[config.mk]
export PLATFORM = sky130hd
export DESIGN_NAME = b200_core_ctrl
export DESIGN_NICKNAME = d
export VERILOG_FILES = /design/src/hw/core_pkg.sv /design/src/hw/b200_core_ctrl.sv /design/src/hw/pps_source_select.sv /design/src/hw/core_status_readback.sv /design/src/hw/core_settings_regs.sv /design/src/hw/ctrl_cmd_proc.sv
export VERILOG_INCLUDE_DIRS = /design/src /design/src/hw
export SDC_FILE = /design/constraint.sdc
export NUM_CORES = 1
export LEC_CHECK = 0
export BUFFER_PORTS_ARGS = -buffer_cell sky130_fd_sc_hd__clkbuf_2
export CAP_MARGIN = 5
export CORE_UTILIZATION = 40
export DETAILED_ROUTE_END_ITERATION = 8
export HOLD_SLACK_MARGIN = 0.02
export MAX_ROUTING_LAYER = met4
export PLACE_DENSITY = 0.66
export SETUP_SLACK_MARGIN = 0.02
export SLEW_MARGIN = 10
export SYNTH_ARGS = -nofsm -noshare
export SYNTH_HDL_FRONTEND = slang
export SYNTH_SLANG_ARGS = --single-unit
[constraint.sdc]
create_clock -name radio_clk -period 3.7 [get_ports radio_clk]
set_input_delay 0.74 -clock radio_clk [delete_from_list [all_inputs] [get_ports radio_clk]]
set_output_delay 0.74 -clock radio_clk [all_outputs]
set_load 0.05 [all_outputs]
[src/hw/core_macros.svh]
// control core constants
`ifndef CORE_MACROS_SVH
`define CORE_MACROS_SVH

//////////////////////////////////////////////////////////////////////
// settings bus register map
//////////////////////////////////////////////////////////////////////

// one word per register
`define SR_CORE_MISC      8'd16
`define SR_CORE_READBACK  8'd32
`define SR_CORE_GPSDO_ST  8'd40
`define SR_CORE_SYNC      8'd48

//////////////////////////////////////////////////////////////////////
// readback constants
//////////////////////////////////////////////////////////////////////

`define COMPAT_MAJOR      16'h0010
`define COMPAT_MINOR      16'h0000
`define RB_SIGNATURE      32'hACE0BA5E
// fixed radio status, both channels fitted
`define RADIO_ST          8'h02

// internal pps period in radio_clk cycles
`define PPS_PERIOD_CYCLES 1000

`endif
[src/hw/core_pkg.sv]
// control core types
package core_pkg;

    // host command and response words
    typedef logic [63:0] ctrl_word_t;
    typedef logic [63:0] rb_word_t;

    // settings bus fields
    typedef logic [7:0]  set_addr_t;
    typedef logic [31:0] set_data_t;

    // status and readback fields
    typedef logic [7:0]  status_byte_t;
    typedef logic [1:0]  lock_t;
    typedef logic [1:0]  rb_sel_t;

    // pps source, encoding matches sync register bits 1:0
    typedef enum logic [1:0] {
        PPS_GPSDO    = 2'd0,
        PPS_EXT      = 2'd1,
        PPS_INTERNAL = 2'd2,
        PPS_NONE     = 2'd3
    } pps_sel_e;

    // command processor FSM
    typedef enum logic [1:0] {
        IDLE,
        WRITE,
        RESPOND
    } cmd_state_e;

endpackage

[src/hw/b200_core_ctrl.sv]
// radio board control core
`timescale 1ns/1ps

module b200_core_ctrl
    import core_pkg::*;
(
    input  logic       radio_clk,
    input  logic       bus_rst,
    // host command stream
    input  ctrl_word_t i_ctrl_tdata,
    input  logic       i_ctrl_tvalid,
    output logic       o_ctrl_tready,
    // host response stream
    output rb_word_t   o_resp_tdata,
    output logic       o_resp_tvalid,
    input  logic       i_resp_tready,
    // pps inputs
    input  logic       i_pps_int,
    input  logic       i_pps_ext,
    // board status
    input  lock_t      i_lock_signals,
    input  set_data_t  i_rb_misc,
    // board controls
    output set_data_t  o_misc_outs,
    output logic       o_time_sync,
    output logic       o_pps
);

    // settings bus
    logic         set_stb;
    set_addr_t    set_addr;
    set_data_t    set_data;

    // register file to readback
    rb_word_t     rb_data;
    rb_sel_t      rb_sel;
    status_byte_t gpsdo_st;
    pps_sel_e     pps_sel;

    //////////////////////////////////////////////////////////////////////
    // command processing
    //////////////////////////////////////////////////////////////////////

    ctrl_cmd_proc u_cmd_proc (
        .radio_clk     (radio_clk),
        .bus_rst       (bus_rst),
        .i_ctrl_tdata  (i_ctrl_tdata),
        .i_ctrl_tvalid (i_ctrl_tvalid),
        .o_ctrl_tready (o_ctrl_tready),
        .o_resp_tdata  (o_resp_tdata),
        .o_resp_tvalid (o_resp_tvalid),
        .i_resp_tready (i_resp_tready),
        .i_rb_data     (rb_data),
        .o_set_stb     (set_stb),
        .o_set_addr    (set_addr),
        .o_set_data    (set_data)
    );

    //////////////////////////////////////////////////////////////////////
    // setting registers
    //////////////////////////////////////////////////////////////////////

    core_settings_regs u_settings (
        .radio_clk   (radio_clk),
        .bus_rst     (bus_rst),
        .i_set_stb   (set_stb),
        .i_set_addr  (set_addr),
        .i_set_data  (set_data),
        .o_misc_outs (o_misc_outs),
        .o_rb_sel    (rb_sel),
        .o_gpsdo_st  (gpsdo_st),
        .o_time_sync (o_time_sync),
        .o_pps_sel   (pps_sel)
    );

    //////////////////////////////////////////////////////////////////////
    // readback
    //////////////////////////////////////////////////////////////////////

    core_status_readback u_readback (
        .radio_clk      (radio_clk),
        .bus_rst        (bus_rst),
        .i_lock_signals (i_lock_signals),
        .i_rb_misc      (i_rb_misc),
        .i_rb_sel       (rb_sel),
        .i_gpsdo_st     (gpsdo_st),
        .i_misc_outs    (o_misc_outs),
        .i_pps_sel      (pps_sel),
        .i_time_sync    (o_time_sync),
        .o_rb_data      (rb_data)
    );

    //////////////////////////////////////////////////////////////////////
    // pps
    //////////////////////////////////////////////////////////////////////

    pps_source_select u_pps (
        .radio_clk (radio_clk),
        .bus_rst   (bus_rst),
        .i_pps_int (i_pps_int),
        .i_pps_ext (i_pps_ext),
        .i_pps_sel (pps_sel),
        .o_pps     (o_pps)
    );

endmodule

[src/hw/pps_source_select.sv]
// pps generator and source mux
`timescale 1ns/1ps
`include "core_macros.svh"

module pps_source_select
    import core_pkg::*;
(
    input  logic     radio_clk,
    input  logic     bus_rst,
    // gpsdo and external pps, both async
    input  logic     i_pps_int,
    input  logic     i_pps_ext,
    input  pps_sel_e i_pps_sel,
    output logic     o_pps
);

    localparam int unsigned PPS_CNT_W       = $clog2(`PPS_PERIOD_CYCLES);
    localparam int unsigned PPS_HIGH_CYCLES = `PPS_PERIOD_CYCLES / 4;

    logic [PPS_CNT_W-1:0] pps_cnt;
    logic                 gen_pps;
    logic [1:0]           gpsdo_pps_del;
    logic [1:0]           ext_pps_del;
    logic [1:0]           gen_pps_del;

    //////////////////////////////////////////////////////////////////////
    // internal pps generator
    //////////////////////////////////////////////////////////////////////

    // free running period counter
    always_ff @(posedge radio_clk) begin
        if (bus_rst) begin
            pps_cnt <= '0;
        end else if (pps_cnt == PPS_CNT_W'(`PPS_PERIOD_CYCLES - 1)) begin
            pps_cnt <= '0;
        end else begin
            pps_cnt <= pps_cnt + 1'b1;
        end
    end

    // high for first quarter of the period
    assign gen_pps = (pps_cnt < PPS_CNT_W'(PPS_HIGH_CYCLES));

    //////////////////////////////////////////////////////////////////////
    // input stages
    //////////////////////////////////////////////////////////////////////

    // internal pulse goes through the same two stages, equal lag on all
    always_ff @(posedge radio_clk) begin
        if (bus_rst) begin
            gpsdo_pps_del <= '0;
            ext_pps_del   <= '0;
            gen_pps_del   <= '0;
        end else begin
            gpsdo_pps_del <= {gpsdo_pps_del[0], i_pps_int};
            ext_pps_del   <= {ext_pps_del[0], i_pps_ext};
            gen_pps_del   <= {gen_pps_del[0], gen_pps};
        end
    end

    //////////////////////////////////////////////////////////////////////
    // source mux
    //////////////////////////////////////////////////////////////////////

    always_comb begin
        case (i_pps_sel)
            PPS_GPSDO:    o_pps = gpsdo_pps_del[1];
            PPS_EXT:      o_pps = ext_pps_del[1];
            PPS_INTERNAL: o_pps = gen_pps_del[1];
            default:      o_pps = 1'b0;
        endcase
    end

endmodule

[src/hw/core_status_readback.sv]
// lock sync and readback select
`timescale 1ns/1ps
`include "core_macros.svh"

module core_status_readback
    import core_pkg::*;
(
    input  logic         radio_clk,
    input  logic         bus_rst,
    input  lock_t        i_lock_signals,
    input  set_data_t    i_rb_misc,
    input  rb_sel_t      i_rb_sel,
    input  status_byte_t i_gpsdo_st,
    input  set_data_t    i_misc_outs,
    input  pps_sel_e     i_pps_sel,
    input  logic         i_time_sync,
    output rb_word_t     o_rb_data
);

    // two flop stages, lock inputs are async
    lock_t lock_meta;
    lock_t lock_sync;

    always_ff @(posedge radio_clk) begin
        if (bus_rst) begin
            lock_meta <= '0;
            lock_sync <= '0;
        end else begin
            lock_meta <= i_lock_signals;
            lock_sync <= lock_meta;
        end
    end

    //////////////////////////////////////////////////////////////////////
    // readback mux
    //////////////////////////////////////////////////////////////////////

    always_comb begin
        case (i_rb_sel)
            // signature and compat
            2'd0: o_rb_data = {`RB_SIGNATURE, `COMPAT_MAJOR, `COMPAT_MINOR};
            // radio and gpsdo status plus board misc
            2'd1: o_rb_data = {16'h0000, `RADIO_ST, i_gpsdo_st, i_rb_misc};
            // front-end lock pair
            2'd2: o_rb_data = {62'd0, lock_sync};
            // settings echo
            2'd3: o_rb_data = {29'd0, i_pps_sel, i_time_sync, i_misc_outs};
            default: o_rb_data = '0;
        endcase
    end

endmodule

[src/hw/core_settings_regs.sv]
// core setting registers
`timescale 1ns/1ps
`include "core_macros.svh"

module core_settings_regs
    import core_pkg::*;
(
    input  logic         radio_clk,
    input  logic         bus_rst,
    // settings bus
    input  logic         i_set_stb,
    input  set_addr_t    i_set_addr,
    input  set_data_t    i_set_data,
    // register outputs
    output set_data_t    o_misc_outs,
    output rb_sel_t      o_rb_sel,
    output status_byte_t o_gpsdo_st,
    output logic         o_time_sync,
    output pps_sel_e     o_pps_sel
);

    // address decode
    logic hit_misc;
    logic hit_rb;
    logic hit_gpsdo;
    logic hit_sync;

    assign hit_misc  = i_set_stb && (i_set_addr == `SR_CORE_MISC);
    assign hit_rb    = i_set_stb && (i_set_addr == `SR_CORE_READBACK);
    assign hit_gpsdo = i_set_stb && (i_set_addr == `SR_CORE_GPSDO_ST);
    assign hit_sync  = i_set_stb && (i_set_addr == `SR_CORE_SYNC);

    //////////////////////////////////////////////////////////////////////
    // misc outputs
    //////////////////////////////////////////////////////////////////////

    always_ff @(posedge radio_clk) begin
        if (bus_rst) begin
            o_misc_outs <= '0;
        end else if (hit_misc) begin
            o_misc_outs <= i_set_data;
        end
    end

    //////////////////////////////////////////////////////////////////////
    // readback select
    //////////////////////////////////////////////////////////////////////

    // slot number in bits 1:0
    always_ff @(posedge radio_clk) begin
        if (bus_rst) begin
            o_rb_sel <= '0;
        end else if (hit_rb) begin
            o_rb_sel <= i_set_data[1:0];
        end
    end

    //////////////////////////////////////////////////////////////////////
    // gpsdo status
    //////////////////////////////////////////////////////////////////////

    // host view of the gpsdo, survives a core reset
    always_ff @(posedge radio_clk) begin
        if (hit_gpsdo) begin
            o_gpsdo_st <= i_set_data[7:0];
        end
    end

    //////////////////////////////////////////////////////////////////////
    // time sync and pps source
    //////////////////////////////////////////////////////////////////////

    // bits 1:0 pps source, bit 2 time sync
    always_ff @(posedge radio_clk) begin
        if (bus_rst) begin
            o_pps_sel   <= PPS_GPSDO;
            o_time_sync <= 1'b0;
        end else if (hit_sync) begin
            o_pps_sel   <= pps_sel_e'(i_set_data[1:0]);
            o_time_sync <= i_set_data[2];
        end
    end

endmodule

[src/hw/ctrl_cmd_proc.sv]
// control command processor
`timescale 1ns/1ps

module ctrl_cmd_proc
    import core_pkg::*;
(
    input  logic       radio_clk,
    input  logic       bus_rst,
    // command stream from host
    input  ctrl_word_t i_ctrl_tdata,
    input  logic       i_ctrl_tvalid,
    output logic       o_ctrl_tready,
    // response stream to host
    output rb_word_t   o_resp_tdata,
    output logic       o_resp_tvalid,
    input  logic       i_resp_tready,
    // selected readback source
    input  rb_word_t   i_rb_data,
    // settings bus
    output logic       o_set_stb,
    output set_addr_t  o_set_addr,
    output set_data_t  o_set_data
);

    cmd_state_e state;
    set_addr_t  cmd_addr;
    set_data_t  cmd_data;
    rb_word_t   resp_data;
    logic       resp_valid;
    logic       cmd_accept;
    logic       resp_done;

    //////////////////////////////////////////////////////////////////////
    // handshakes
    //////////////////////////////////////////////////////////////////////

    // only idle takes a command, one in flight
    assign o_ctrl_tready = (state == IDLE);
    assign cmd_accept    = i_ctrl_tvalid && o_ctrl_tready;
    assign resp_done     = resp_valid && i_resp_tready;

    //////////////////////////////////////////////////////////////////////
    // command FSM
    //////////////////////////////////////////////////////////////////////

    always_ff @(posedge radio_clk) begin
        if (bus_rst) begin
            state      <= IDLE;
            resp_valid <= 1'b0;
        end else begin
            case (state)
                IDLE: begin
                    if (cmd_accept) begin
                        state <= WRITE;
                    end
                end
                // strobe goes out this cycle
                WRITE: begin
                    state <= RESPOND;
                end
                // first cycle captures, then hold until host takes it
                RESPOND: begin
                    if (!resp_valid) begin
                        resp_valid <= 1'b1;
                    end else if (resp_done) begin
                        resp_valid <= 1'b0;
                        state      <= IDLE;
                    end
                end
                default: begin
                    state <= IDLE;
                end
            endcase
        end
    end

    // latch address and data of the accepted word, upper bits dropped
    always_ff @(posedge radio_clk) begin
        if (cmd_accept) begin
            cmd_addr <= i_ctrl_tdata[39:32];
            cmd_data <= i_ctrl_tdata[31:0];
        end
    end

    // readback already shows the write by now
    always_ff @(posedge radio_clk) begin
        if ((state == RESPOND) && !resp_valid) begin
            resp_data <= i_rb_data;
        end
    end

    // settings bus, one strobe per command
    assign o_set_stb  = (state == WRITE);
    assign o_set_addr = cmd_addr;
    assign o_set_data = cmd_data;

    assign o_resp_tdata  = resp_data;
    assign o_resp_tvalid = resp_valid;

endmodule

==> metrics <==
worst min path class reg -> reg; Antenna Nets Post-Route 0; share of cells above drive strength 1 33.5%; worst hold slack 0.437 ns; Initial Utilization 41.0%; maxcap violations 0; asr flop ratio synth 0%; Syn Std Cell Area 0.00598 sq mm; crit path launch type flip-flop; routed vias 4214; CTS sink cnt 150; Clock Latency Late Sink 0.42 ns; DRC viols 0; Clock Tree Root clkbuf_16; postcts setup bufs 0; drt initial violations 212; DP Wirelength 9090 microns; TritonCTS clock tree built; GPL Wtd Cong 0.771; fillers 1318; nets 731; total die area 0.0155 sq mm; Resized Gates After CTS 0; final setup TNS 0 ns; Final period util 66.1%; fin crit period 2.45 ns; drt wl/cell 16.2 microns; Worst Setup SP u_cmd_proc.o_set_addr[7]; hold buffers post-CTS 0; Total Power 3.88 mW; yosys warns 0; Top FF cell, synth edfxtp_1; fin worst setup slack 1.25 ns; I/O pins 204; vias in the first global route 4116; HP Start u_readback.lock_meta[1]; fin area 0.00748 sq mm; EDFF count, synth 90; Mapped Avg Cell Area 12.6 sq um; # H-tree levels 4; final setup fails 0; Post-DP Area 0.00688 sq mm; Max-slew headroom 18.6%; commonest non-fill, non-tap cell in the layout clkbuf_2; Slew Viols, Final 0; grt total ovfl 0; worst slew pin tran 1.22 ns; CP arrival 2.57 ns; antenna violations before repair 0; CP Class reg -> reg; Max FO, Critical Path 31; Area Growth Syn to Fin 25.1%; P_leak 2.79 nW; Worst EP required 3.82 ns; clock slew at reported path FFs 0.06 ns; Core Area 0.0146 sq mm; worst clock skew 0.00948 ns; first-pass GRT wire length 21400 microns; clk buf depth 2; register area share after synthesis 65.2%; # port buffers 167; most frequent cells in the layout clkbuf_2, edfxtp_1, dfxtp_1, mux2i_1, nor2b_1; Die Y 124 microns; Yosys cell types 37; Die Wd 124 microns; total CTS buffers 17; cells after synthesis 476; Total Routing Usage GR 18.5%; final hold viol count 0; PD cells 518 mW/mm^2; DR vias/cell 5.12; largest net degree at the start of global routing 46; Initial DRT Pass Iterations 5; total routed wirelength 13400 microns; Worst Setup Slack post-DPL 1.26 ns; fmax 409 MHz; Reg-to-Reg Start u_cmd_proc.o_set_addr[7]; n_diodes 0; RSZ-0062 raised after global routing no; FF+latch count, synth 150; status completed; Peak VDD IR 0.261 mV; row count 44; Setup crit end kind flip-flop
## layer usage
| metal | share of wire (%) | vias to the layer above | GRT usage [%] |
|---|---|---|---|
| met4 | 2.0 | 0 | 7.37 |
| met2 | 50 | 168 | 29.9 |
| met1 | 42 | 1990 | 21.6 |
| met5 | 0 | - | - |
| li1 | - | 2037 | - |
| met3 | 5.7 | 19 | 5.20 |
## power breakdown
part / switching (mW) / internal [mW]
Combinational: 0.223 / 0.0707
Clock: 0.641 / 1.07
Sequential: 0.0293 / 1.84
## synthesized netlist by cell type (2+ instances only)
master | number | share of area (%)
nor3_1 | 2 | 0.17
o31ai_1 | 31 | 3.9
nor4_1 | 2 | 0.21
nor2b_1 | 42 | 4.4
nand4_1 | 32 | 3.3
nor2_1 | 11 | 0.69
dfxtp_1 | 60 | 20
buf_2 | 10 | 0.84
nor4b_1 | 2 | 0.29
o21ai_0 | 7 | 0.59
nand2b_1 | 4 | 0.42
nand3_1 | 5 | 0.42
xor2_1 | 2 | 0.29
buf_4 | 22 | 2.8
edfxtp_1 | 90 | 45
nand2_1 | 21 | 1.3
and2_1 | 3 | 0.31
a21oi_1 | 40 | 3.3
mux2i_1 | 41 | 6.9
clkbuf_1 | 23 | 1.4
inv_1 | 7 | 0.44
or4_1 | 2 | 0.25
or3_1 | 3 | 0.31
## sequential cells by signal (all words and copies together), names as in the netlist
register                  count
u_settings.o_gpsdo_st         8
u_pps.gen_pps_del             2
u_pps.ext_pps_del             2
u_settings.o_rb_sel           2
u_pps.gpsdo_pps_del           2
u_readback.lock_sync          2
u_pps.pps_cnt                10
u_cmd_proc.o_set_data        32
u_settings.o_pps_sel          2
u_cmd_proc.o_set_addr         8
u_settings.o_time_sync        1
u_settings.o_misc_outs       32
u_cmd_proc.o_resp_tdata      42
u_readback.lock_meta          2
u_cmd_proc.state              2
u_cmd_proc.o_resp_tvalid      1
## logic make-up after synthesis
| kind of cell | Yosys count | share of synthesized area [%] |
|---|---|---|
| adder cells (fa/ha/maj) | 1 | 0.209 |
| AND/OR/NAND/NOR | 136 | 13.3 |
| buffers and inverters | 63 | 5.67 |
| multiplexers | 41 | 6.86 |
| other | 1 | 0.0627 |
| AO/OA/AOI/OAI | 81 | 8.20 |
| flip-flops | 150 | 65.2 |
| XOR/XNOR | 3 | 0.439 |
## through the flow
step                      cells  util [%]
after detailed placement    791      47.1
after CTS                   823      51.3
after global placement      791      47.1
after floorplan             487         -
after global routing        823      51.3
final                       823      51.3
## worst paths after layout
check | end | slack (ns) | cells after the start
max | u_settings.o_gpsdo_st[6] | 1.25 | 3
max reg2reg | u_settings.o_gpsdo_st[6] | 1.25 | 3
min reg2reg | u_readback.lock_sync[1] | 0.44 | 1
min | u_readback.lock_sync[1] | 0.44 | 1
## final cells by class
| cell class | instances | area, sq um | area share, % |
|---|---|---|---|
| Clock buffer | 29 | 584 | 7.81 |
| Clock inverter | 3 | 23.8 | 0.318 |
| Inverter | 7 | 26.3 | 0.351 |
| Multi-Input combinational cell | 274 | 1810 | 24.2 |
| Sequential cell | 150 | 3910 | 52.2 |
| Tap cell | 184 | 230 | 3.08 |
| Timing Repair Buffer | 176 | 903 | 12.1 |
## worst max-delay path, cell delays in order (launching register included)
cell	delay, ns
edfxtp_1	0.40
or4b_1	1.06
nor4b_2	0.45
buf_4	0.23
Note: power is estimated with default switching activity, not from simulation.
